$ cat src/mem_macros.svh
`ifndef MEM_MACROS_SVH
`define MEM_MACROS_SVH

// **********************************************************************
// memory unit sizing
// **********************************************************************

// byte address width, 512 bytes of local data memory.
`define MEM_ADDR_W 9

// doublewords held by the data memory.
`define MEM_WORDS 64

// **********************************************************************
// latency
// **********************************************************************

// wait states spent before the ram is touched.
`define MEM_WAIT 2

`endif
$ cat src/mem_pkg.sv
`include "mem_macros.svh"

package mem_pkg;

    // **********************************************************************
    // data and address vectors
    // **********************************************************************
    typedef logic [63:0]                   xlen_t;      // one doubleword.
    typedef logic [`MEM_ADDR_W-1:0]        addr_t;      // byte address.
    typedef logic [$clog2(`MEM_WORDS)-1:0] word_idx_t;  // doubleword index.
    typedef logic [31:0]                   inst_t;
    typedef logic [7:0]                    wmask_t;     // one bit per byte lane.

    // access width, same order as the core's wdt_op field.
    typedef enum logic [1:0] {
        WDT_8  = 2'b00,
        WDT_16 = 2'b01,
        WDT_32 = 2'b10,
        WDT_64 = 2'b11
    } wdt_t;

    typedef enum logic [1:0] {
        ST_IDLE   = 2'b00,
        ST_WAIT   = 2'b01,
        ST_ACCESS = 2'b10,
        ST_DONE   = 2'b11
    } acc_state_t;

endpackage

$ cat src/store_aligner.sv
`timescale 1ns/1ps

module store_aligner (
    input  mem_pkg::addr_t  req_addr,
    input  mem_pkg::xlen_t  req_wdata,
    input  mem_pkg::wdt_t   req_wdt,
    output mem_pkg::xlen_t  lane_wdata,
    output mem_pkg::wmask_t wmask
);

    logic [2:0]      lane_off;
    mem_pkg::xlen_t  data_zext;
    mem_pkg::wmask_t base_mask;

    // low address bits below the width are dropped.
    always_comb begin
        lane_off  = 3'b000;
        base_mask = 8'hFF;
        data_zext = req_wdata;
        case (req_wdt)
            mem_pkg::WDT_8: begin
                lane_off  = req_addr[2:0];
                base_mask = 8'h01;
                data_zext = {56'd0, req_wdata[7:0]};
            end
            mem_pkg::WDT_16: begin
                lane_off  = {req_addr[2:1], 1'b0};
                base_mask = 8'h03;
                data_zext = {48'd0, req_wdata[15:0]};
            end
            mem_pkg::WDT_32: begin
                lane_off  = {req_addr[2], 2'b00};
                base_mask = 8'h0F;
                data_zext = {32'd0, req_wdata[31:0]};
            end
            default: ;  // full doubleword.
        endcase
    end

    assign lane_wdata = data_zext << {lane_off, 3'b000};
    assign wmask      = base_mask << lane_off;

endmodule

$ cat config.mk
export PLATFORM = sky130hd
export DESIGN_NAME = store_aligner
export DESIGN_NICKNAME = d
export VERILOG_FILES = /design/src/mem_pkg.sv /design/src/store_aligner.sv
export VERILOG_INCLUDE_DIRS = /design/src /design/src/src
export SDC_FILE = /design/constraint.sdc
export NUM_CORES = 1
export LEC_CHECK = 0
export ABC_AREA = 1
export BUFFER_PORTS_ARGS = -buffer_cell sky130_fd_sc_hd__buf_2
export CAP_MARGIN = 20
export CORE_MARGIN = 8
export CORE_UTILIZATION = 34
export DETAILED_ROUTE_END_ITERATION = 8
export MAX_ROUTING_LAYER = met4
export PLACE_DENSITY = 0.85
export SETUP_SLACK_MARGIN = 0.1
export SLEW_MARGIN = 20
export SYNTH_ARGS = -nofsm -noshare
export SYNTH_HDL_FRONTEND = slang
export SYNTH_SLANG_ARGS = --single-unit
$ cat constraint.sdc
create_clock -name vclk -period 1.2
set_clock_uncertainty 0.1 [all_clocks]
set_input_delay 0.18 -clock vclk [all_inputs]
set_output_delay 0.18 -clock vclk [all_outputs]
set_load 0.02 [all_outputs]
==> run summary, run 1 <==
The floorplan step set the die width to 74.1 um. The most used standard cell by instance count after synthesis is sky130_fd_sc_hd__nand2_1. The tool reported: "[ERROR DPL-0038] Utilization greater than 100%, impossible to legalize". The commonest cells after synthesis are sky130_fd_sc_hd__nand2_1 (128), sky130_fd_sc_hd__inv_1 (21), sky130_fd_sc_hd__nor2_1 (19). The placer congestion estimate is 0.888. The netlist uses 20 different library cells. The setup slack after placement is -0.423 ns.

The initial standard-cell utilization of the core is 0.349. After clock tree synthesis, the flow added hold-fix buffers numbering 0. The average instance area after synthesis came out at roughly 4.6 um2. The number of I/O pins came out at around 150.

The share of Yosys cell area claimed by the top area cell type came out at 0.419. Counting tap cells, the placed design contains a total of 464 instances. The net count after synthesis is 327. In the post-synthesis netlist, the biggest area contributors are sky130_fd_sc_hd__nand2_1 (42%), sky130_fd_sc_hd__inv_1 (6.9%), sky130_fd_sc_hd__nor2_1 (6.2%). The synthesized netlist occupies a cell area of 1150 um2.

The largest total area in the synthesized netlist belongs to sky130_fd_sc_hd__nand2_1. The total of cells resized after clock tree synthesis came out at 229. The count of yosys warnings during synthesis is 0. The sequential share of the synthesized area is 0. The detailed placer's ending HPWL is 6.02 mm.

The number of placement rows came out at 21. The run stopped with a tool error. The count of input and output buffers is 141. The buffer count from post-CTS setup fixing is 10. The stopping stage is clock tree synthesis (4_1_cts). The vertical extent of the die came out at 74.1 um.

Synthesis produced a netlist whose cell count is 252.
==> metrics by stage <==
stage | hold WS, ns | instance area, um2 | utilization | TNS [ns]
2_1_floorplan | 0.403 | 1930 | - | -0.298
3_3_place_gp | 0.576 | 2890 | 0.880 | -20.70
3_5_place_dp | 0.582 | 2890 | 0.880 | -23.10
==> kinds of logic after synthesis <==
logic type,share of synthesized area
simple gates,0.664
compound gates,0.166
buf+inv,0.170
==> run 2: changes to the inputs <==
--- a/config.mk
+++ b/config.mk
@@ -9,12 +9,10 @@
 export ABC_AREA = 1
 export BUFFER_PORTS_ARGS = -buffer_cell sky130_fd_sc_hd__buf_2
 export CAP_MARGIN = 20
-export CORE_MARGIN = 8
-export CORE_UTILIZATION = 34
+export CORE_AREA = 8 8 69 71
 export DETAILED_ROUTE_END_ITERATION = 8
-export MAX_ROUTING_LAYER = met4
-export PLACE_DENSITY = 0.85
-export SETUP_SLACK_MARGIN = 0.1
+export DIE_AREA = 0 0 77 79
+export PLACE_DENSITY_LB_ADDON = 0.15
 export SLEW_MARGIN = 20
 export SYNTH_ARGS = -nofsm -noshare
 export SYNTH_HDL_FRONTEND = slang
==> run summary, run 2 <==
The number of clock buffers in the layout came out at 0. The maximum clock frequency is a little under 700 MHz. The die covers about 6100 um2.

The maximum VDD drop is between 300 and 400 uV. The wire length of the first global-routing pass came out at 11.0 mm. The reported leakage power is approximately 1.7 nW. The via density per instance is 4.85.

The simple-gate share of the synthesized area is 0.664 (unchanged). Registers take 0 um2. The count of yosys warnings during synthesis came to 0 (unchanged). The x dimension of the die is 77 um (+3.9%). The layout cell share with drive strength beyond 1 is 0.733.

The amount of wire on met3 after detailed routing is a little under 500 um. The number of placement rows is 23 (+9.5%). The total of fill cells in the finished design came out at 246.

After detailed routing, the met2 layer carries 4.08 mm of wire. After synthesis, the cell types taking the most area are sky130_fd_sc_hd__nand2_1 (42%), sky130_fd_sc_hd__inv_1 (6.9%), sky130_fd_sc_hd__nor2_1 (6.2%). The total via count in the routed design is between 2000 and 2500. The placer congestion estimate came out at 0.853 (-3.9%).

The worst setup path is of the in2out kind. The layout-stage area growth over the synthesis result came out at 181%. The remaining max-slew budget at the tightest pin came out at 0.870. The final net count came out at between 400 and 500. The first-iteration detailed-routing DRC count is 98. The max-cap violation count came out at 0. Of all nets on the critical path, the largest fanout is 10.

The maximum number of pins on one net before global-route repair came out at 19. The biggest area consumer among synthesized cells is sky130_fd_sc_hd__nand2_1. The sequential share of the synthesized area came out at 0 (unchanged). The number of I/O pins is 147 (unchanged).

STA classifies the critical path endpoint as an output port. The final cycle utilization of the critical path is 1.22. The detailed placer's ending HPWL is 5.28 mm (-12%).

The aggregate negative setup slack is -13.45 ns. The net count after synthesis is 327 (unchanged). The sum of routed wire segments on met1 came out at about 2.6 mm. The total DRC errors in the routed layout came out at 0.

The checks that failed: negative setup slack. The critical path arrival is 1.19 ns. The post-detailed-placement cell area came to 2460 um2 (-15%).

The overflow left after global routing came out at 0. The number of buffers inserted by hold repair at cts is 0 (unchanged). The detail route stage leaves a number of antenna-violating nets equal to 0. The number of antenna cells inserted came out at 0. Among all cell types in the netlist, the one instantiated most often is sky130_fd_sc_hd__nand2_1. The slack of the critical path is -0.267 ns.

The adder-cell area share of the yosys netlist is 0 (unchanged). The sequential cell count is 0. The final standard cell area without fillers came out at 3220 um2. The vertical extent of the die is 79 um (+6.6%). Along the worst hold path, the cell count comes to 4. Leaving out fill and tap cells, the most frequent cells in the layout are sky130_fd_sc_hd__nand2_1 (85), sky130_fd_sc_hd__buf_2 (76), sky130_fd_sc_hd__buf_6 (49), sky130_fd_sc_hd__buf_4 (49), sky130_fd_sc_hd__nand2_2 (28). The area share of xor/xnor cells in the synthesized design came out at 0 (unchanged). The initial standard-cell utilization of the core is 0.302 (-0.0473).

The worst setup path is launched from a primary input. The share of Yosys cell area claimed by the top area cell type came out at 0.419 (unchanged). The slew at the pin closest to its max-slew limit is 0.194 ns.

The ratio of total power to cell area is 492 nW/um2. The run finished, with violations left. The instance count of the mapped netlist came out at 252 (unchanged). Routed signal wires occupy layers up through met4. The number of hold violations in the final report is 0.

The tightest min-delay check is of the in2out type. The area of combinational cells with multiple inputs came out at 1550 um2. The initial antenna violation count is 0.

The count of cell types in the netlist is 20 (unchanged). The commonest cells after synthesis are sky130_fd_sc_hd__nand2_1 (128), sky130_fd_sc_hd__inv_1 (21), sky130_fd_sc_hd__nor2_1 (19). The worst path in the final design needs a cycle of 1.47 ns, including I/O delays and setup. Setup repair after global routing could not meet its margin everywhere.

For this run, the total global-route usage over all layers was measured as 0.210. The cell area after technology mapping is 1150 um2 (unchanged). The multiplexer share of the synthesized area came out at 0 (unchanged). The core outline area came out at 3800 um2. The data required time at the worst endpoint is 0.92 ns.

The via count of the first global-routing pass came out at between 2000 and 2500. The post-synthesis compound-gate area fraction is 0.166 (unchanged). The number of max-slew violations in the final report came to 0. The count of input and output buffers is 141 (unchanged).

The mean routed wirelength per cell came out at 15.5 um. The average instance area after synthesis is 4.55 um2 (unchanged). Leaving out fill and tap cells, the most frequent cell in the layout is sky130_fd_sc_hd__nand2_1. By area, the combinational part of the netlist is dominated by simple AND/OR/NAND/NOR gates. The number of detailed-routing iterations run before antenna repair is 4. The number of failing setup endpoints in the final timing report came out at 72. The total length of routed wires is 7.27 mm.
[run 2: worst max-delay path, stage by stage]
cell and delay, ns:
sky130_fd_sc_hd__buf_12 0.11, sky130_fd_sc_hd__nor2_4 0.18, sky130_fd_sc_hd__nand2_4 0.13, sky130_fd_sc_hd__buf_6 0.16
sky130_fd_sc_hd__nand3_2 0.05, sky130_fd_sc_hd__o21ai_2 0.07, sky130_fd_sc_hd__nand2_1 0.07, sky130_fd_sc_hd__nand2_1 0.05
sky130_fd_sc_hd__buf_2 0.16
[run 2: report_power, final]
group	total [mW]	internal, mW	switching (mW)	leakage, nW
registers	0	0	0	0
logic	1.59	0.715	0.871	1.71
clock network	0	0	0	0
total	1.59	0.715	0.871	1.71
[run 2: worst paths after layout]
check             end          start  slack (ns)
max    lane_wdata[54]     req_wdt[1]       -0.27
min    lane_wdata[62]  req_wdata[62]        0.55
[run 2: kinds of logic (layout without fill, tap and decap cells)]
kind of cell / after synthesis / after routing
AO/OA/AOI/OAI: 35 / 35
buffers and inverters: 39 / 207
AND/OR/NAND/NOR: 178 / 178
[run 2: metrics by stage]
step / hold slack [ns] / setup slack, ns / instances / power [mW] / utilization
5_1_grt: 0.580 / -0.341 / 470 / 1.69 / 0.848
4_1_cts: 0.551 / -0.226 / 467 / 1.44 / 0.769
3_3_place_gp: 0.574 / -0.339 / 464 / 1.19 / 0.648
6_report: 0.553 / -0.267 / 470 / 1.59 / 0.848
2_1_floorplan: 0.409 / -0.0755 / 252 / 0.745 / -
3_5_place_dp: 0.576 / -0.351 / 464 / 1.20 / 0.648
[run 2: final cells by class]
| cell class | instances | share of cell area |
|---|---|---|
| Timing Repair Buffer | 183 | 0.464 |
| Inverter | 24 | 0.0365 |
| Multi-Input combinational cell | 213 | 0.480 |
| Tap cell | 50 | 0.0194 |
[run 2: per-layer routing]
metal	track usage	up-vias
met5	0	-
met4	0.0132	0
met3	0.0474	15
met2	0.432	94
met1	0.217	1039
li1	-	1132
[run 2: repair_timing]
| action | in CTS | in global routing |
|---|---|---|
| endpoints found under the setup margin | 72 | 72 |
| buffers inserted | 1 | 4 |
| gates cloned | 2 | 0 |
| gates resized for setup | 130 | 81 |
| pin swaps | 11 | 26 |
No activity file was read; power rests on OpenSTA's default activity.
