**config.mk**
```make
export PLATFORM = sky130hd
export DESIGN_NAME = load_extractor
export DESIGN_NICKNAME = d
export VERILOG_FILES = /design/src/mem_pkg.sv /design/src/load_extractor.sv
export VERILOG_INCLUDE_DIRS = /design/src /design/src/src
export SDC_FILE = /design/constraint.sdc
export NUM_CORES = 1
export LEC_CHECK = 0
export ABC_AREA = 1
export BUFFER_PORTS_ARGS = -buffer_cell sky130_fd_sc_hd__buf_2
export CORE_ASPECT_RATIO = 0.5
export CORE_UTILIZATION = 25
export DETAILED_ROUTE_END_ITERATION = 16
export SYNTH_ARGS = -nofsm -noshare
export SYNTH_HDL_FRONTEND = slang
export SYNTH_SLANG_ARGS = --single-unit
```
**constraint.sdc**
```tcl
create_clock -name clk -period 1.9 [get_ports clk]
set_clock_uncertainty 0.15 [all_clocks]
set_input_delay 0.285 -clock clk [delete_from_list [all_inputs] [get_ports clk]]
set_output_delay 0.285 -clock clk [all_outputs]
set_load 0.03 [all_outputs]
```
**src/mem_macros.svh**
```systemverilog
`ifndef MEM_MACROS_SVH
`define MEM_MACROS_SVH

// **********************************************************************
// memory unit sizing
// **********************************************************************

// byte address width, 512 bytes of local data memory.
`define MEM_ADDR_W 9

// doublewords held by the data memory.
`define MEM_WORDS 64

// **********************************************************************
// latency
// **********************************************************************

// wait states spent before the ram is touched.
`define MEM_WAIT 2

`endif
```
**src/mem_pkg.sv**
```systemverilog
`include "mem_macros.svh"

package mem_pkg;

    // **********************************************************************
    // data and address vectors
    // **********************************************************************
    typedef logic [63:0]                   xlen_t;      // one doubleword.
    typedef logic [`MEM_ADDR_W-1:0]        addr_t;      // byte address.
    typedef logic [$clog2(`MEM_WORDS)-1:0] word_idx_t;  // doubleword index.
    typedef logic [31:0]                   inst_t;
    typedef logic [7:0]                    wmask_t;     // one bit per byte lane.

    // access width, same order as the core's wdt_op field.
    typedef enum logic [1:0] {
        WDT_8  = 2'b00,
        WDT_16 = 2'b01,
        WDT_32 = 2'b10,
        WDT_64 = 2'b11
    } wdt_t;

    typedef enum logic [1:0] {
        ST_IDLE   = 2'b00,
        ST_WAIT   = 2'b01,
        ST_ACCESS = 2'b10,
        ST_DONE   = 2'b11
    } acc_state_t;

endpackage

```
**src/load_extractor.sv**
```systemverilog
`timescale 1ns/1ps

module load_extractor (
    input  logic           clk,
    input  logic           rdata_capture,
    input  mem_pkg::addr_t req_addr,
    input  mem_pkg::wdt_t  req_wdt,
    input  mem_pkg::xlen_t rdata_word,
    output mem_pkg::xlen_t mem_rdata
);

    logic [2:0]     lane_off;
    mem_pkg::xlen_t shifted;
    mem_pkg::xlen_t slice_zext;
    mem_pkg::xlen_t held;

    // **********************************************************************
    // slice select
    // **********************************************************************
    always_comb begin
        case (req_wdt)
            mem_pkg::WDT_8:  lane_off = req_addr[2:0];
            mem_pkg::WDT_16: lane_off = {req_addr[2:1], 1'b0};
            mem_pkg::WDT_32: lane_off = {req_addr[2], 2'b00};
            default:         lane_off = 3'b000;
        endcase
    end

    // addressed lane moved down to bit 0.
    assign shifted = rdata_word >> {lane_off, 3'b000};

    always_comb begin
        case (req_wdt)
            mem_pkg::WDT_8:  slice_zext = {56'd0, shifted[7:0]};
            mem_pkg::WDT_16: slice_zext = {48'd0, shifted[15:0]};
            mem_pkg::WDT_32: slice_zext = {32'd0, shifted[31:0]};
            default:         slice_zext = shifted;
        endcase
    end

    // **********************************************************************
    // result hold
    // **********************************************************************
    always_ff @(posedge clk) begin
        if (rdata_capture) begin
            held <= slice_zext;
        end
    end

    // fresh value during the capture cycle, then the held copy.
    assign mem_rdata = rdata_capture ? slice_zext : held;

endmodule

```
---- After elaboration in Yosys (flattened, before gate mapping) ----
Index checks and enable logic that the tools add are counted.
cells by class
  equality and inequality tests ........... 2
  shift-type cells ........................ 1
  multiplexer cells ....................... 3
  reductions and logical operators ........ 1
operators by type and width
  cell                count
  $pmux 64 s3         1
  $mux 64             1
  $shr 64x6->64       1
  $pmux 3 s3          1
  $eq 2x1->1 const B  1
  $eq 2x2->1 const B  1
  $logic_not 2->1     1
storage, ports and cells
  flip-flop bits (word level) ............. 64
  bits of input ports ..................... 77
  output and inout port bits .............. 64
  logic and storage cells ................. 8

---- Logic depth before layout (Yosys ltp) ----
Gate-level depths: netlist of run 1.
  word-level depth ........................ 5
  gate-level depth with buffers ........... 10

---- Worst setup path after synthesis of run 1 ----
No wires, ideal clock.
  path type ............................... input port to output port
  start point ............................. in rdata_capture
  end point ............................... out mem_rdata[46]
  data arrival time ....................... 1793 ps
  setup slack ............................. -328 ps
  stages .................................. 6
  buffers on the path ..................... 2
  cells stage by stage .................... buf_2 nand2_1 nor2_4 inv_2 clkbuf_1 o21ai_0
between the ends
  word-level cells in the longest chain between the ends .. 1
RTL lines
  what         RTL line             source
  from (decl)  load_extractor.sv:5  input logic rdata_capture,
  $mux 64      --
  to (decl)    load_extractor.sv:9  output mem_pkg::xlen_t mem_rdata
Every way passes these cells.

---- Final worst setup path of run 1 ----
  start point ............................. in req_wdt[0]
  end point ............................... out mem_rdata[28]
between the ends
  word-level cells in the longest chain between the ends .. 5
RTL lines
  what                                      RTL line                                    source
  from (decl)                               load_extractor.sv:7                         input mem_pkg::wdt_t req_wdt,
  $eq 2x2->1, or another cell as far along  load_extractor.sv:21, load_extractor.sv:33
  $pmux 3 s3                                load_extractor.sv:21                        case (req_wdt)
  $shr 64x6->64                             load_extractor.sv:30                        assign shifted = rdata_word >> {lane_off, 3'b000};
  $pmux 64 s3 *                             load_extractor.sv:33                        case (req_wdt)
  $mux 64 *                                 --
Every way passes the cells marked *; elsewhere a longest branch is shown, timed or not.

==> results of run 1 <==
area by class of cell:
cell class | instances | area [sq um] | area share [%]
multi-input combinational | 514 | 3401 | 45.68
timing repair buffer | 218 | 2024 | 27.19
sequential | 64 | 1281 | 17.21
clock buffer | 12 | 256.5 | 3.445
tap | 204 | 255.2 | 3.429
inverter | 55 | 209.0 | 2.807
clock inverter | 3 | 17.52 | 0.2353
through the flow:
| stage | util [%] | setup WS [ps] |
|---|---|---|
| 6_report | 47.92 | -137.3 |
| 5_1_grt | 47.92 | -186.7 |
| 4_1_cts | 44.58 | -79.10 |
| 3_5_place_dp | 34.55 | -273.8 |
| 3_3_place_gp | 34.55 | -270.3 |
| 2_1_floorplan | - | -164.2 |
worst paths after layout:
check,end,slack [ps],startpoint
worst max register to register,held[32],1070,held[32]
worst min register to register,held[57],300,held[57]
worst min-delay path,held[61],160,rdata_word[61]
worst max-delay path,mem_rdata[28],-140,req_wdt[0]
logic make-up after synthesis:
logic type / after synthesis
buffers and inverters: 104
AO/OA/AOI/OAI: 34
flip-flops: 64
AND/OR/NAND/NOR: 479
per-layer routing:
layer	track usage, %	wire length, um	vias up
met5	0	0	-
met4	8.263	461	0
met3	5.535	1502	36
met2	33.43	8542	267
met1	28.26	8143	2538
li1	-	-	2586
power by group:
| part | total, W | switching (W) | internal (W) |
|---|---|---|---|
| clock | 0.00152 | 0.000584 | 0.000941 |
| combinational | 0.00186 | 0.00111 | 0.000749 |
| sequential | 0.00150 | 0.0000308 | 0.00147 |
| total | 0.00488 | 0.00172 | 0.00316 |
synthesized netlist by cell type:
cell	number	area (sq um)
nor2_4	2	22.52
nand3b_1	8	60.06
nand2_1	256	960.9
buf_2	17	85.08
inv_2	2	7.510
nor2_2	1	6.260
buf_6	1	11.26
a21oi_1	4	20.02
buf_1	3	11.26
nand3_1	206	1031
o21ai_1	6	30.03
nand4_1	4	25.02
inv_1	53	198.9
dfxtp_1	64	1281
nor2_1	2	7.510
clkbuf_1	26	97.59
a21boi_0	6	45.04
o21ai_0	18	90.09
buf_4	2	15.01
worst max-delay path, cell delays in order:
cell,delay (ps)
buf_8,110
nor2_4,110
buf_12,170
nand2_8,100
buf_8,150
nand2_2,70
nand3_2,100
nand3_2,100
nand2_1,50
nand2_1,80
nand2_1,100
buf_6,150
what timing repair did:
item | CTS | global route
gates resized for setup | 315 | 94
endpoints found under the setup margin | 56 | 64
cloned | 3 | 4
setup buffers | 9 | 3
pin swaps | 69 | 32
hold buffers | 0 | 0
==> run_results.csv, run 1 <==
group,metric,value,unit
status,status,"finished with violations",
status,violations,"setup timing",
pwr,power.density,655.7,nW/um^2
sta,post-route-period-util,107.2,%
cells_and_area,nNetsFinal,939,
pwr,power,0.004882,W
cts,h-tree-depth,3,
cells_and_area,final_cells,1070,
synth,yosys.area_share.simple,52.75,%
cts,cts_made_buffers,9,
global_route,track_usage,21.45,%
sta,rsz0062_at_grt,"true",
drt,drtPass1Iterations,5,
floorplanning,fp-row-count,32,
sta,min_period,2037,ps
sta,fmax,490.8,MHz
synth,synth_compound_area_share,4.622,%
floorplanning,initial_core_util,25.79,%
cells_and_area,largest_register_ffs,64,
synth,synth_top_family_by_area,"simple AND/OR/NAND/NOR gates",
drt,vias,5427,
placement,dp_hpwl,12950,um
worst_hold_path,hp-class,"in -> reg",
synth,synth_warnings,0,
cells_and_area,final_cell_mix,"159 x nand2_1, 110 x nand3_1, 87 x nand3_2",
drt,drt_wl_total,18650,um
drt,wl_per_cell,17.43,um
cells_and_area,drive_gt1_share,53.70,%
pwr,leakage,3.634,nW
placement,dp_cells,1036,
setup_path,crit_type,"in -> out",
setup_path,cp-end-kind,"output port",
cells_and_area,regMostFlops,"held",
cts,cts.clk_slew.worst_paths,50,ps
synth,ys_seq_area_share,31.98,%
cells_and_area,finalInstanceArea,7445,sq um
setup_path,cp.required,1460,ps
sta,maxSlewHeadroom,72.20,%
sta,tightest_slew,416.5,ps
setup_path,worst_r2r_path_depth,3,
setup_path,worstPathArrival,1600,ps
cells_and_area,fill_cells,1479,
drt,avgViaCountPerCell,5.072,
cells_and_area,diodes,0,
cts,cts_sinks,64,
global_route,grt_pass1_vias,5070,
synth,synth_xor_area_share,0,%
cells_and_area,reg_top3,"held: 64 flops",
cells_and_area,synthToLayoutAreaGrowth,85.82,%
placement,gp_congestion,0.9659,
drt,drtIter0Drc,527,
synth,syn-instance-count,681,
sta,fin_ws,-137.3,ps
setup_path,cp-start-kind,"input pin",
synth,yosys.area_share.adder,0,%
global_route,antenna_found_initial,0,
global_route,grt_max_degree,35,
floorplanning,die-area,16570,sq um
cells_and_area,final_common_cell,"nand2_1",
run,maxCapViolations,0,
sta,hold_slack,155.3,ps
synth,yosys_register_bits,64,
global_route,grt_pass1_wl,27340,um
cts,clockBufferDepth,2,
synth,avgSynthCellArea,5.883,sq um
synth,netlist_area,4006,sq um
placement,dpl-instance-area,5368,sq um
setup_path,cp_max_fo,7,
cts,cts_root_buffer,"clkbuf_16",
drt,ant_nets,0,
floorplanning,die_w,181.0,um
worst_hold_path,holdPathStages,3,
sta,setup_viol,56,
cts,clock_latency,330,ps
sta,tns,-3483,ps
synth,synth_cell_types,19,
sta,hold_viol_final,0,
synth,synth_mux_area_share,0,%
floorplanning,die_h,91.52,um
floorplanning,io_pins,141,
sta,slew_viol_final,0,
floorplanning,core_area,15530,sq um
cts,cts_tree,"built",
drt,drc,0,
pwr,peakVddDrop,0.0003373,V
placement,io_buffers,134,
synth,synth_nets,758,
global_route,grt.overflow.total,0,
No activity file was read; power rests on OpenSTA's default activity.
==> inputs of run 2 (changes only) <==
CORE_UTILIZATION = 48   (was 25)
PLACE_DENSITY_LB_ADDON = 0.15   (was default)
==> run_results.csv, run 2 <==
group,metric,value,unit
placement,dp_cells,947,
synth,synth_cell_types,19,
synth,syn-instance-count,681,
synth,synth_common_cells,"256 x nand2_1, 206 x nand3_1, 64 x dfxtp_1",
synth,avgSynthCellArea,5.883,sq um
floorplanning,io_pins,141,
placement,gp_congestion,0.9489,
cts,h-tree-depth,3,
synth,synth_ff_type,"dfxtp_1",
floorplanning,initial_core_util,49.72,%
sta,crit_endpoint,"mem_rdata[28]",
cts,cts_sinks,64,
synth,yosys_register_bits,64,
cts,holdBufCountCts,0,
status,haltStage,"global routing (5_1_grt)",
placement,dp_hpwl,11480,um
synth,ys_seq_area_share,31.98,%
sta,worst-ep-kind,"primary output",
synth,synth_area_leader_cell,"dfxtp_1",
floorplanning,die_w,131.2,um
floorplanning,fp-row-count,23,
global_route,grt.overflow.total,579,
synth,async_reset_ff_share,0,%
global_route,grt_max_degree,42,
floorplanning,die_h,66.60,um
status,stop_error,"[ERROR GRT-0232] Routing congestion too high. Check the congestion heatmap in the GUI.",
cts,cts_made_buffers,9,
global_route,track_usage,94.21,%
synth,synth_top_area_share,31.98,%
placement,io_buffers,134,
cts,clockBufferDepth,2,
synth,synthTopCellsByArea,"dfxtp_1 32%, nand3_1 26%, nand2_1 24%, inv_1 5.0%, clkbuf_1 2.4%",
synth,synth_nets,758,
synth,netlist_area,4006,sq um
status,status,"stopped before the end",
synth,yosysMostFrequentCell,"nand2_1",
synth,synth_edf_count,0,
cts,cts_root_buffer,"clkbuf_16",
global_route,antenna_found_initial,1,
synth,synth_warnings,0,
[run 2: cell counts after synthesis]
No cell type changed its count.
[run 2: logic make-up after synthesis]
kind of cell           after synthesis  synth area share (%)
AO/OA/AOI/OAI                       34                 4.622
AND/OR/NAND/NOR                    479                 52.75
buffers and inverters              104                 10.65
flip-flops                          64                 31.98
[run 2: stage by stage]
| stage | cell area, sq um | setup WS (ps) |
|---|---|---|
| after CTS | 6262 | -155.8 |
| after detailed placement | 5325 | -232.1 |
| after global placement | 5325 | -221.7 |
| after floorplan | 4098 | -164.2 |
[run 2: what timing repair did]
| action | CTS |
|---|---|
| buffers inserted | 4 |
| endpoints found under the setup margin | 62 |
| pin swaps | 14 |
| gates resized for setup | 173 |
| gates cloned | 3 |
[run 2: routing by layer]
metal | GRT overflow | global-route usage, %
met1 | 2 | 83.26
met2 | 409 | 126.4
met3 | 4 | 68.80
met4 | 163 | 118.5
met5 | 1 | 46.30
