[src/mem_macros.svh]
`ifndef MEM_MACROS_SVH
`define MEM_MACROS_SVH

// **********************************************************************
// memory unit sizing
// **********************************************************************

// byte address width, 512 bytes of local data memory.
`define MEM_ADDR_W 9

// doublewords held by the data memory.
`define MEM_WORDS 64

// **********************************************************************
// latency
// **********************************************************************

// wait states spent before the ram is touched.
`define MEM_WAIT 2

`endif
[src/mem_pkg.sv]
`include "mem_macros.svh"

package mem_pkg;

    // **********************************************************************
    // data and address vectors
    // **********************************************************************
    typedef logic [63:0]                   xlen_t;      // one doubleword.
    typedef logic [`MEM_ADDR_W-1:0]        addr_t;      // byte address.
    typedef logic [$clog2(`MEM_WORDS)-1:0] word_idx_t;  // doubleword index.
    typedef logic [31:0]                   inst_t;
    typedef logic [7:0]                    wmask_t;     // one bit per byte lane.

    // access width, same order as the core's wdt_op field.
    typedef enum logic [1:0] {
        WDT_8  = 2'b00,
        WDT_16 = 2'b01,
        WDT_32 = 2'b10,
        WDT_64 = 2'b11
    } wdt_t;

    typedef enum logic [1:0] {
        ST_IDLE   = 2'b00,
        ST_WAIT   = 2'b01,
        ST_ACCESS = 2'b10,
        ST_DONE   = 2'b11
    } acc_state_t;

endpackage

[src/mem_access_fsm.sv]
`timescale 1ns/1ps
`include "mem_macros.svh"

module mem_access_fsm (
    input  logic             clk,
    input  logic             reset,
    input  logic             mem_ren,
    input  logic             mem_wen,
    input  mem_pkg::addr_t   mem_addr,
    input  mem_pkg::xlen_t   mem_wdata,
    input  mem_pkg::wdt_t    wdt_op,
    input  logic             expired,
    output logic             timer_start,
    output logic             ram_ren,
    output logic             ram_wen,
    output logic             rdata_capture,
    output logic             busy,
    output logic             done,
    output mem_pkg::addr_t   req_addr,
    output mem_pkg::xlen_t   req_wdata,
    output mem_pkg::wdt_t    req_wdt
);

    mem_pkg::acc_state_t state;
    mem_pkg::acc_state_t state_next;
    logic                req_store;
    logic                accept;

    // a new request may land in idle or on the done cycle.
    assign accept = ((state == mem_pkg::ST_IDLE) || (state == mem_pkg::ST_DONE)) &&
                    (mem_ren ^ mem_wen);

    assign timer_start = accept;
    assign ram_ren     = (state == mem_pkg::ST_ACCESS) && !req_store;
    assign ram_wen     = (state == mem_pkg::ST_ACCESS) && req_store;
    assign done        = (state == mem_pkg::ST_DONE);

    always_comb begin
        state_next = state;
        case (state)
            mem_pkg::ST_IDLE:   if (accept) state_next = mem_pkg::ST_WAIT;
            mem_pkg::ST_WAIT:   if (expired) state_next = mem_pkg::ST_ACCESS;
            mem_pkg::ST_ACCESS: state_next = mem_pkg::ST_DONE;
            mem_pkg::ST_DONE:   state_next = accept ? mem_pkg::ST_WAIT : mem_pkg::ST_IDLE;
            default:            state_next = mem_pkg::ST_IDLE;
        endcase
    end

    always_ff @(posedge clk) begin
        if (reset) begin
            state         <= mem_pkg::ST_IDLE;
            busy          <= 1'b0;
            rdata_capture <= 1'b0;
        end else begin
            state         <= state_next;
            rdata_capture <= ram_ren;  // ram word is ready one edge later.
            if (accept) begin
                busy <= 1'b1;
            end else if (state == mem_pkg::ST_DONE) begin
                busy <= 1'b0;  // falls together with done.
            end
        end
    end

    // request payload, held until the next accept.
    always_ff @(posedge clk) begin
        if (accept) begin
            req_addr  <= mem_addr;
            req_wdata <= mem_wdata;
            req_wdt   <= wdt_op;
            req_store <= mem_wen;
        end
    end

    // **********************************************************************
    // protocol checks
    // **********************************************************************

    // done is sampled high MEM_WAIT+3 edges on, i.e. it rises MEM_WAIT+2 edges after accept.
    a_done_latency: assert property (@(posedge clk) disable iff (reset)
        accept |-> ##(`MEM_WAIT + 3) done);

    a_no_strobe_busy: assert property (@(posedge clk) disable iff (reset)
        ($rose(mem_ren) || $rose(mem_wen)) |-> (!busy || done))
        else $warning("request strobe raised while busy, ignored");

    a_single_strobe: assert property (@(posedge clk) disable iff (reset)
        !(mem_ren && mem_wen))
        else $error("mem_ren and mem_wen high together");

endmodule

[config.mk]
export PLATFORM = sky130hd
export DESIGN_NAME = mem_access_fsm
export DESIGN_NICKNAME = d
export VERILOG_FILES = /design/src/mem_pkg.sv /design/src/mem_access_fsm.sv
export VERILOG_INCLUDE_DIRS = /design/src /design/src/src
export SDC_FILE = /design/constraint.sdc
export NUM_CORES = 1
export LEC_CHECK = 0
export BUFFER_PORTS_ARGS = -buffer_cell sky130_fd_sc_hd__buf_2
export CAP_MARGIN = 10
export CORE_ASPECT_RATIO = 2
export CORE_MARGIN = 4
export CORE_UTILIZATION = 36
export CTS_CLUSTER_SIZE = 28
export DETAILED_ROUTE_END_ITERATION = 16
export PLACE_DENSITY = 0.7
export SYNTH_ARGS = -nofsm -noshare
export SYNTH_HDL_FRONTEND = slang
export SYNTH_SLANG_ARGS = --single-unit
[constraint.sdc]
create_clock -name clk -period 5.85 [get_ports clk]
set_input_delay 1.17 -clock clk [delete_from_list [all_inputs] [get_ports clk]]
set_output_delay 1.17 -clock clk [all_outputs]
set_load 0.005 [all_outputs]
Word level (Yosys, flattened, before mapping)
Cells that the tools add are included.
{"block": "totals", "inputBits": 80, "latchBits": 0, "mem_bits_rw": 0, "romBits": 0, "memories": 0, "register_bits": 80}
{"block": "op_classes", "n_addsub": 0, "mux": 6, "order_cmp": 0, "div_mod_pow": 0, "reduce_logical": 8, "n_mul": 0, "n_bitwise": 1, "eq_ne": 5, "shifts": 0}
{"op": "2-bit case mux with 4 select lines", "n": 1}
{"op": "2-bit == test (second input constant)", "n": 2}
{"op": "2-bit 2-to-1 mux", "n": 2}
{"op": "2-bit != test (second input constant)", "n": 2}
{"op": "1-bit logical AND", "n": 3}
{"op": "1-bit 2-to-1 mux", "n": 3}
{"op": "2-bit by 1-bit == test with 1-bit output (second input constant)", "n": 1}
{"op": "2-bit zero test", "n": 1}
{"op": "2-bit AND reduction", "n": 1}
{"op": "2-bit nonzero test", "n": 1}
{"op": "1-bit zero test", "n": 1}
{"op": "1-bit logical OR", "n": 1}
{"op": "1-bit bitwise XOR", "n": 1}

Longest topological paths before layout
Gate-level depths: netlist of the first run.
{"block": "logic_depth", "ltp_word": 5, "mapped_depth": 6, "mapped_depth_nobuf": 6}

Least setup slack after synthesis of the first run
Ideal clock, no wire load.
{"block": "synth_path", "kind": "input to output", "start": "in mem_wen", "end": "out timer_start", "arrival_ns": 2.364, "stages": 2, "required_time_ns": 4.680, "path_buffers": 0, "path_slack_ns": 2.316, "path_cell_list": "xor2_1 -> and2b_2"}
{"block": "synth_between", "elab_chain_cells": 2}
{"element": "start: declaration", "line": "mem_access_fsm.sv:8", "source": "input logic mem_wen,"}
{"element": "1-bit bitwise XOR", "line": "mem_access_fsm.sv:31", "source": "(mem_ren ^ mem_wen);"}
{"element": "1-bit logical AND", "line": "mem_access_fsm.sv:30", "source": "assign accept = ((state == mem_pkg::ST_IDLE) || (state == mem_pkg::ST_DONE)) &&"}
{"element": "end: declaration", "line": "mem_access_fsm.sv:13", "source": "output logic timer_start,"}
Every way passes these cells.

Worst setup path after layout of the first run
Same ends and word-level chain as after synthesis.

==> flow_summary_export.csv, run 1 <==
group,metric,value,unit
outcome,outcome,"completed",
floorplanning,die_h,126.8,µm
sta,timing.final.max_slew_violations,0,
sta,slew_headroom,37.72,%
worst_setup_path,reg2reg_from,"state[0]",
synthesis,netlist_top_cells_area,"edfxtp_1 90%, dfxtp_1 3.1%, ha_1 2.5%, a21oi_1 0.79%, inv_1 0.59%",
placement,dp_hpwl,4356,µm
floorplanning,die_w,67.43,µm
sta,hold_viol,0,
floorplanning,placementRows,43,
clocking,clock_sinks,80,
clocking,path_clk_slew,0.05,ns
clocking,holdBufCountCts,0,
sta,post-route-min-period,2.938,ns
clocking,cts_resized,0,
synthesis,yosysWarnings,0,
layout,syn2layout_area_growth,47.24,%
route,wl_per_cell,15.01,µm
route,vias,1586,
worst_setup_path,r2r_end,"state[0]",
synthesis,syn-num-nets,191,
flow_run,maxCapViolations,0,
floorplanning,design.core.area,0.006887,mm²
synthesis,yosysTopAreaCell,"edfxtp_1",
power,switchingPower,0.3947,mW
worst_setup_path,reg2reg_slack,3.53,ns
synthesis,synth-seq-cells,80,
synthesis,synth_cell_types,16,
synthesis,synth_edf_count,76,
power,swShare,23.91,%
global_route,track_usage,13.23,%
route,remaining_drc_errors,0,
placement,postPlaceCellArea,0.003465,mm²
clocking,root_buffer,"clkbuf_16",
global_route,grt_max_degree,79,
synthesis,synth_ff_type,"edfxtp_1",
synthesis,postSynthAreaPerCell,23.99,µm²
power,intPower,1.256,mW
route,drt-vias-per-instance,4.252,
sta,fin_crit_sh,50.22,%
layout,drive_gt1_share,62.06,%
layout,finalNonFillerCells,373,
power,pwr-share-clk,31.0,%
worst_setup_path,end_kind,"primary output",
power,worst_ir_drop_vdd,0.3726,mV
route,drt_iter0_drc,59,
route,wl,5597,µm
sta,worstMarginPinSlew,0.9342,ns
power,p_leak,1.626,nW
layout,seq_area,0.002362,mm²
clocking,cts_made_buffers,9,
sta,finalSetupTns,0,ns
clocking,cts_tree,"done",
worst_setup_path,crit_fanout,2,
min_path,hold_class,"flip-flop to flip-flop",
global_route,antenna_found_initial,2,
sta,max_freq,0.3404,GHz
worst_setup_path,startpoint,"mem_wen",
placement,dpl.cell_count,357,
route,first_pass_iters,4,
min_path,hold_path_depth,2,
layout,nFillCells,625,
synthesis,synth_top_area_share,89.76,%
min_path,holdPathEnd,"busy",
synthesis,synth_common_cells,"76 x edfxtp_1, 5 x ha_1, 4 x a21oi_1, 4 x dfxtp_1, 4 x inv_1",
power,p_per_area,440.9,mW/mm²
worst_setup_path,critPathKind,"input port to primary output",
sta,clock_skew,0.005331,ns
worst_setup_path,start_kind,"input port",
clocking,clock_latency,0.32,ns
power,power_frac_comb,18.0,%
worst_setup_path,crit_arrival,1.77,ns
global_route,grt_pass1_vias,1582,
worst_setup_path,reg2reg_depth,6,
synthesis,syn_area,0.002542,mm²
global_route,grt_overflow,0,
clocking,htree_levels,3,
layout,multiInputGateArea,166.4,µm²
sta,grt_setup_unrepaired,"false",
synthesis,syn-instance-count,106,
power,power_frac_seq,51.1,%
floorplanning,floorplan.initialDensity,36.92,%
floorplanning,ios,161,
floorplanning,dieArea,0.008553,mm²
layout,fin_area,0.003744,mm²
placement,place.gp.congestion,0.7275,
layout,post-route-util,54.36,%
global_route,grt_pass1_wl,7900,µm
clocking,clock_path_buffers,2,
layout,nets,363,
sta,setup_viol_count_final,0,
synthesis,synth_most_common_cell,"edfxtp_1",
min_path,min_from,"busy",
placement,portBuffers,160,
worst_setup_path,cp.required,4.68,ns
synthesis,synthArstFlopShare,0,%
clocking,post-cts-setup-buffers,0,
route,ant_nets,0,
synthesis,ys_seq_area_share,92.91,%
-- how the worst max path moves through the flow --
stage / endpoint / slack [ns] / cells past startpoint
after floorplan: timer_start / 2.32 / 2
after global placement: timer_start / 2.92 / 4
after detailed placement: timer_start / 2.90 / 4
after CTS: timer_start / 2.90 / 4
after global routing: timer_start / 2.86 / 4
final: timer_start / 2.91 / 4
-- registers in the layout (all words and copies together), names as in the netlist --
signal,cells
state,2
req_wdata,64
busy,1
rdata_capture,1
req_wdt,2
req_store,1
req_addr,9
-- layout make-up --
cell class	count	area share, %
antenna	1	0.06684
tap	90	3.008
clock buffer	9	6.016
inverter	4	0.4011
timing repair buffer	161	21.59
clock inverter	6	1.370
sequential	80	63.10
multi-input combinational	22	4.445
-- kinds of logic (layout without fill, tap and decap cells) --
group | count (synthesis) | in the layout | share of synthesized area, %
AO/OA/AOI/OAI | 6 | 6 | 1.378
AND/OR/NAND/NOR | 10 | 10 | 2.313
flip-flops | 80 | 80 | 92.91
XOR/XNOR | 1 | 1 | 0.3446
other | 0 | 1 | 0
buffers and inverters | 4 | 180 | 0.5904
adder cells (fa/ha/maj) | 5 | 5 | 2.461
-- worst max-delay path, stage by stage --
cell	delay, ns
buf_2	0.11
xor2_1	0.20
and2b_4	0.18
buf_2	0.10
-- power by group through the flow --
stage               logic [mW]  registers, mW  clock network [mW]
finish                   0.297          0.843               0.511
global route             0.327          0.855               0.556
CTS                      0.304          0.845               0.525
detailed placement       0.304          0.855                   0
global placement         0.299          0.849                   0
floorplan               0.0914          0.877                   0
-- placed cells by master (no fill, tap or decap), drive strengths merged --
cell,instances
and2b,1
and2,1
nand3,1
xor2,1
buf,161
bufinv,1
diode,1
nand2,2
nor2,1
clkbuf,9
o31ai,1
inv,4
edfxtp,76
dfxtp,4
or3,1
clkinv,5
ha,5
o211ai,1
a21oi,4
or2b,1
nor2b,2
-- per-layer routing --
metal  global-route usage (%)  share of wire (%)
met2                    22.91                 57
met5                        0               0.27
met3                    6.466                8.5
met1                    12.53                 32
met4                    6.220                2.1
-- per-stage QoR --
step	hold WS [ns]	setup slack, ns	power (mW)
2_1_floorplan	0.4754	2.316	0.9686
3_3_place_gp	0.4771	2.922	1.148
3_5_place_dp	0.4838	2.903	1.159
4_1_cts	0.5087	2.902	1.675
5_1_grt	0.5596	2.857	1.738
6_report	0.5014	2.912	1.651
Power figures use the tool's default switching activity.
==> run 2: changes to the inputs <==
--- a/config.mk
+++ b/config.mk
@@ -6,6 +6,7 @@
 export SDC_FILE = /design/constraint.sdc
 export NUM_CORES = 1
 export LEC_CHECK = 0
+export ABC_AREA = 1
 export BUFFER_PORTS_ARGS = -buffer_cell sky130_fd_sc_hd__buf_2
 export CAP_MARGIN = 10
 export CORE_ASPECT_RATIO = 2
@@ -13,7 +14,7 @@
 export CORE_UTILIZATION = 36
 export CTS_CLUSTER_SIZE = 28
 export DETAILED_ROUTE_END_ITERATION = 16
-export PLACE_DENSITY = 0.7
+export PLACE_DENSITY = 0.72
 export SYNTH_ARGS = -nofsm -noshare
 export SYNTH_HDL_FRONTEND = slang
 export SYNTH_SLANG_ARGS = --single-unit
==> constraint.sdc (replaced) <==
create_clock -name clk -period 2.6 [get_ports clk]
set_input_delay 0.52 -clock clk [delete_from_list [all_inputs] [get_ports clk]]
set_output_delay 0.52 -clock clk [all_outputs]
set_load 0.005 [all_outputs]
==> run 2 against run 1 <==
First-iteration DRC count grew 68%. Die area up 0.85%. Critical endpoint unchanged. Largest cell class unchanged. Synthesized cell count increased by 8.5%.
==> flow_summary_export.csv, run 2 <==
group,metric,value,unit
outcome,outcome,"completed",
sta,slew_headroom,80.84,%
layout,regMostFlops,"req_wdata",
placement,dp_slack,0.7429,ns
layout,fin_area,0.003789,mm²
floorplanning,die_w,67.70,µm
clocking,holdBufCountCts,0,
clocking,clock_path_buffers,2,
floorplanning,die_h,127.4,µm
placement,portBuffers,160,
synthesis,synth_most_common_cell,"edfxtp_1",
clocking,cts_tree,"done",
sta,finalSetupTns,0,ns
clocking,htree_levels,3,
synthesis,yosys.area_share.simple,3.169,%
worst_setup_path,critPathKind,"flip-flop to primary output",
worst_setup_path,reg2reg_slack,0.74,ns
min_path,hold_class,"input port to flip-flop",
layout,nets,373,
layout,nFillCells,547,
synthesis,syn-instance-count,115,
sta,timing.final.max_slew_violations,0,
route,wl,6275,µm
synthesis,synth_edf_count,76,
synthesis,synth_top_area_share,88.93,%
global_route,grt_pass1_wl,8832,µm
floorplanning,placementRows,43,
route,wl_per_cell,16.38,µm
layout,drive_gt1_share,60.41,%
sta,setup_ws,0.3984,ns
synthesis,yosysWarnings,0,
min_path,hold_path_depth,1,
power,p_leak,1.665,nW
worst_setup_path,r2r_end,"req_wdata[57]",
floorplanning,floorplan.initialDensity,36.97,%
sta,worstMarginPinSlew,0.2874,ns
clocking,post-cts-setup-buffers,0,
placement,postPlaceCellArea,0.003511,mm²
floorplanning,ios,161,
clocking,clock_sinks,80,
sta,post-route-min-period,2.202,ns
layout,post-route-util,54.59,%
clocking,root_buffer,"clkbuf_16",
layout,largest_reg_flops,64,
synthesis,synth_top_family_by_area,"simple AND/OR/NAND/NOR gates",
worst_setup_path,start_kind,"flip-flop",
clocking,cts_made_buffers,9,
sta,clock_skew,0.002677,ns
layout,syn2layout_area_growth,47.64,%
clocking,path_clk_slew,0.06,ns
sta,max_freq,0.4542,GHz
worst_setup_path,slowest_stage,"dfxtp_1",
worst_setup_path,crit_fanout,5,
synthesis,synthAdderAreaFrac,2.438,%
worst_setup_path,reg2reg_from,"state[0]",
synthesis,syn-num-nets,200,
clocking,cts_resized,0,
power,worst_ir_drop_vdd,0.8130,mV
route,drt-vias-per-instance,4.183,
layout,reg_top3,"req_wdata x64, req_addr x9",
layout,final_cell_mix,"160 x buf_2, 76 x edfxtp_1, 9 x inv_1, 9 x clkbuf_16",
worst_setup_path,crit_chain,"inv_1 -> ha_1 -> inv_1 -> nand3_2 -> clkinvlp_4 -> buf_2",
worst_setup_path,crit_arrival,1.68,ns
min_path,holdPathEnd,"req_wdata[45]",
route,remaining_drc_errors,0,
flow_run,maxCapViolations,0,
sta,grt_setup_unrepaired,"false",
sta,fin_crit_sh,84.68,%
synthesis,synth-seq-cells,80,
min_path,min_from,"mem_wdata[45]",
layout,final_common_cell,"buf_2",
synthesis,synth_cell_types,13,
global_route,grt_pass1_vias,1675,
placement,place.gp.congestion,0.8424,
floorplanning,dieArea,0.008625,mm²
worst_setup_path,end_kind,"primary output",
placement,dp_hpwl,4946,µm
global_route,antenna_found_initial,0,
synthesis,synth_ff_type,"edfxtp_1",
worst_setup_path,reg2reg_depth,6,
synthesis,ys_seq_area_share,92.05,%
synthesis,synth-compound-area-share,0.8776,%
route,vias,1602,
global_route,track_usage,14.81,%
floorplanning,design.core.area,0.006940,mm²
synthesis,postSynthAreaPerCell,22.31,µm²
global_route,grt_max_degree,56,
global_route,grt_overflow,0,
worst_setup_path,cp_common_cell,"inv_1",
synthesis,yosysTopAreaCell,"edfxtp_1",
synthesis,synthArstFlopShare,0,%
route,ant_nets,0,
synthesis,synth_mux_area_share,0,%
worst_setup_path,cp.required,2.08,ns
worst_setup_path,critPathMaxStageDelay,0.40,ns
synthesis,synth_xor_area_share,0,%
route,drt_iter0_drc,99,
sta,hold_viol,0,
route,first_pass_iters,4,
layout,antenna_cells,0,
synthesis,syn_area,0.002566,mm²
synthesis,synth_common_cells,"76 x edfxtp_1, 10 x inv_1, 6 x nand2_1, 5 x ha_1, 4 x dfxtp_1",
power,p_per_area,1067,mW/mm²
clocking,clock_latency,0.32,ns
synthesis,netlist_top_cells_area,"edfxtp_1 89%, dfxtp_1 3.1%, ha_1 2.4%, inv_1 1.5%, nand2_1 0.88%",
sta,setup_viol_count_final,0,
## run 2: changes by cell type in the layout (fill, tap and decap cells not counted), sizes merged, moves of 2 or more
cell   delta
inv       +5
nor2b     -2
nand2     +7
nand3     +3
## run 2: layout make-up
cell class | instances | area (µm²) | area share [%]
Multi-Input combinational cell | 25 | 166.4 | 4.392
Clock buffer | 9 | 225.2 | 5.945
Sequential cell | 80 | 2362 | 62.35
Tap cell | 90 | 112.6 | 2.972
Timing Repair Buffer | 162 | 828.3 | 21.86
Inverter | 10 | 41.29 | 1.090
Clock inverter | 7 | 52.55 | 1.387
## run 2: layer usage
metal	global-route usage [%]	vias up	routed length [µm]
li1	-	774	-
met1	14.20	738	2028
met2	25.67	78	3516
met3	5.101	12	537
met4	9.330	0	193
met5	0	-	0
## run 2: critical path, delay by kind of cell, from the launching register on
family / cells / cell delay (ns)
flops: 1 / 0.40
fa+ha+maj: 1 / 0.33
buf+inv: 4 / 0.49
simple gates: 1 / 0.13
## run 2: cells by family (layout without fill, tap and decap cells)
logic type | count (synthesis) | in the layout
adders and majority gates | 5 | 5
and+or+nand+nor | 16 | 16
buffers and inverters | 10 | 188
AOI/OAI and AO/OA | 4 | 4
DFF | 80 | 80
## run 2: stage by stage
| stage | hold slack, ns | instances | total power, mW |
|---|---|---|---|
| floorplan | 0.4411 | 115 | 2.383 |
| global placement | 0.4590 | 367 | 2.885 |
| detailed placement | 0.4569 | 367 | 2.929 |
| CTS | 0.3568 | 383 | 4.101 |
| global route | 0.3552 | 383 | 4.252 |
| finish | 0.3681 | 383 | 4.043 |
## run 2: power by group
group | total, mW | leakage, nW | switching (mW) | internal, mW
sequential | 1.99 | 0.766 | 0.0937 | 1.90
combinational | 0.890 | 0.765 | 0.530 | 0.361
clock | 1.16 | 0.134 | 0.440 | 0.722
## run 2: worst max-delay path by stage
stage | from | to | slack, ns
after floorplan | state[0] | req_addr[0] | 0.18
after global placement | state[0] | timer_start | 0.82
after detailed placement | state[0] | timer_start | 0.74
after CTS | state[0] | timer_start | 0.39
after global routing | state[0] | timer_start | 0.31
final | state[0] | timer_start | 0.40
==> run 3: changes to the inputs <==
==> constraint.sdc (replaced) <==
create_clock -name clk -period 1.8 [get_ports clk]
set_input_delay 0.36 -clock clk [delete_from_list [all_inputs] [get_ports clk]]
set_output_delay 0.36 -clock clk [all_outputs]
set_load 0.005 [all_outputs]
==> run 3 against run 2 <==
Register-to-register slack got worse by 0.54 ns. Largest cell class unchanged. Combinational power rose by 64%. Cell count rose by 1.6%. Clock skew rose by 0.00097 ns. Flip-flop and latch count did not move. Clock power rose by 51%. Highest routed layer is now met5.
==> flow_summary_export.csv, run 3 (synthesis results as in run 2) <==
group,metric,value,unit
sta,max_freq,0.5795,GHz
power,worst_ir_drop_vdd,0.7338,mV
clocking,path_clk_slew,0.06,ns
global_route,grt_overflow,0,
power,power_frac_seq,47.3,%
clocking,clock_latency,0.33,ns
flow_run,maxCapViolations,0,
clocking,clock_path_buffers,2,
power,swShare,26.65,%
floorplanning,dieArea,0.008625,mm²
sta,timing.final.max_slew_violations,0,
route,vias,1638,
power,switchingPower,1.624,mW
clocking,cts_made_buffers,9,
layout,reg_top3,"req_wdata x64, req_addr x9",
layout,final_cell_mix,"160 x buf_2, 76 x edfxtp_1, 9 x clkbuf_16",
layout,nets,379,
sta,setup_viol_count_final,0,
global_route,track_usage,15.25,%
clocking,root_buffer,"clkbuf_16",
floorplanning,die_h,127.4,µm
floorplanning,die_w,67.70,µm
layout,regMostFlops,"req_wdata",
global_route,grt_pass1_vias,1661,
worst_setup_path,cp.required,1.44,ns
clocking,holdBufCountCts,0,
worst_setup_path,critPathKind,"flip-flop to primary output",
global_route,grt_max_degree,22,
floorplanning,floorplan.initialDensity,36.97,%
sta,worstMarginPinSlew,0.1527,ns
sta,grt_setup_unrepaired,"false",
route,ant_nets,0,
sta,hold_viol,0,
global_route,grt_pass1_wl,8825,µm
route,remaining_drc_errors,0,
power,p_leak,1.709,nW
placement,postPlaceCellArea,0.003568,mm²
route,wl_per_cell,16.60,µm
power,power_frac_comb,24.0,%
worst_setup_path,end_kind,"primary output",
layout,final_common_cell,"buf_2",
worst_setup_path,start_kind,"flip-flop",
route,first_pass_iters,3,
layout,fin_area,0.003892,mm²
floorplanning,design.core.area,0.006940,mm²
sta,finalSetupTns,0,ns
power,p_per_area,1566,mW/mm²
outcome,outcome,"completed",
sta,slew_headroom,89.82,%
worst_setup_path,crit_fanout,4,
min_path,hold_class,"input port to flip-flop",
placement,portBuffers,160,
placement,dp_hpwl,5189,µm
clocking,cts_tree,"done",
route,drt-vias-per-instance,4.211,
layout,syn2layout_area_growth,51.68,%
floorplanning,ios,161,
clocking,htree_levels,3,
route,drt_iter0_drc,48,
global_route,antenna_found_initial,1,
sta,post-route-min-period,1.726,ns
sta,clock_skew,0.003646,ns
power,pwr-share-clk,28.7,%
route,wl,6458,µm
sta,whs,0.2025,ns
worst_setup_path,crit_arrival,1.37,ns
placement,place.gp.congestion,0.7672,
floorplanning,placementRows,43,
layout,drive_gt1_share,64.55,%
layout,antenna_cells,0,
sta,fin_crit_sh,95.87,%
layout,largest_reg_flops,64,
clocking,clock_sinks,80,
power,intPower,4.470,mW
-- run 3: changes by cell type in the layout (fill, tap and decap cells not counted), sizes merged --
cell / change
buf: +6
clkinv: -2
clkinvlp: +1
inv: +1
-- run 3: power by group through the flow --
stage / clock (mW) / combinational [mW] / sequential [mW]
6_report: 1.75 / 1.46 / 2.89
5_1_grt: 1.88 / 1.60 / 2.93
4_1_cts: 1.80 / 1.47 / 2.89
3_5_place_dp: 0 / 1.43 / 2.93
3_3_place_gp: 0 / 1.41 / 2.90
2_1_floorplan: 0 / 0.466 / 3.02
-- run 3: per-stage QoR --
stage               utilization [%]  total power [mW]  std cells  setup slack (ns)
floorplan                         -             3.490        115           -0.4851
global placement              51.42             4.303        370            0.1942
detailed placement            51.42             4.362        370            0.1717
CTS                           55.80             6.160        387           0.01162
global route                  56.08             6.418        389          0.001582
finish                        56.08             6.094        389           0.07430
-- run 3: cell type report --
| cell class | count | area (µm²) |
|---|---|---|
| inverter | 10 | 41.29 |
| fill | 573 | 3048 |
| clock buffer | 9 | 225.2 |
| clock inverter | 7 | 71.32 |
| multi-input combinational | 25 | 186.4 |
| timing repair buffer | 168 | 885.9 |
| sequential | 80 | 2370 |
| tap | 90 | 112.6 |
-- run 3: worst paths after layout --
| check | start | endpoint | slack, ns | cells past startpoint |
|---|---|---|---|---|
| setup / recovery | state[1] | timer_start | 0.07 | 6 |
| hold / removal | mem_wdata[32] | req_wdata[32] | 0.20 | 1 |
| setup reg to reg | state[0] | req_wdata[33] | 0.20 | 7 |
| hold reg to reg | busy | busy | 0.47 | 2 |
-- run 3: metal layers --
metal / wire [µm] / track usage (%) / share of wire [%]
met4: 174 / 10.05 / 2.7
met5: 18 / 0 / 0.28
met3: 398 / 3.870 / 6.2
met1: 1893 / 13.15 / 29
met2: 3974 / 28.55 / 62
-- run 3: timing repair --
item | in CTS | in global routing
resized for setup | 0 | 2
hold endpoints to repair | 0 | 0
buffers inserted | 1 | 2
cloned | 0 | 0
setup endpoints to repair | 1 | 1
-- run 3: critical path, cell delays in order, from the launching register on --
cell and delay (ns):
dfxtp_4 0.35, inv_2 0.06, ha_4 0.27, inv_2 0.05
nand3_4 0.07, clkinvlp_4 0.10, buf_2 0.14
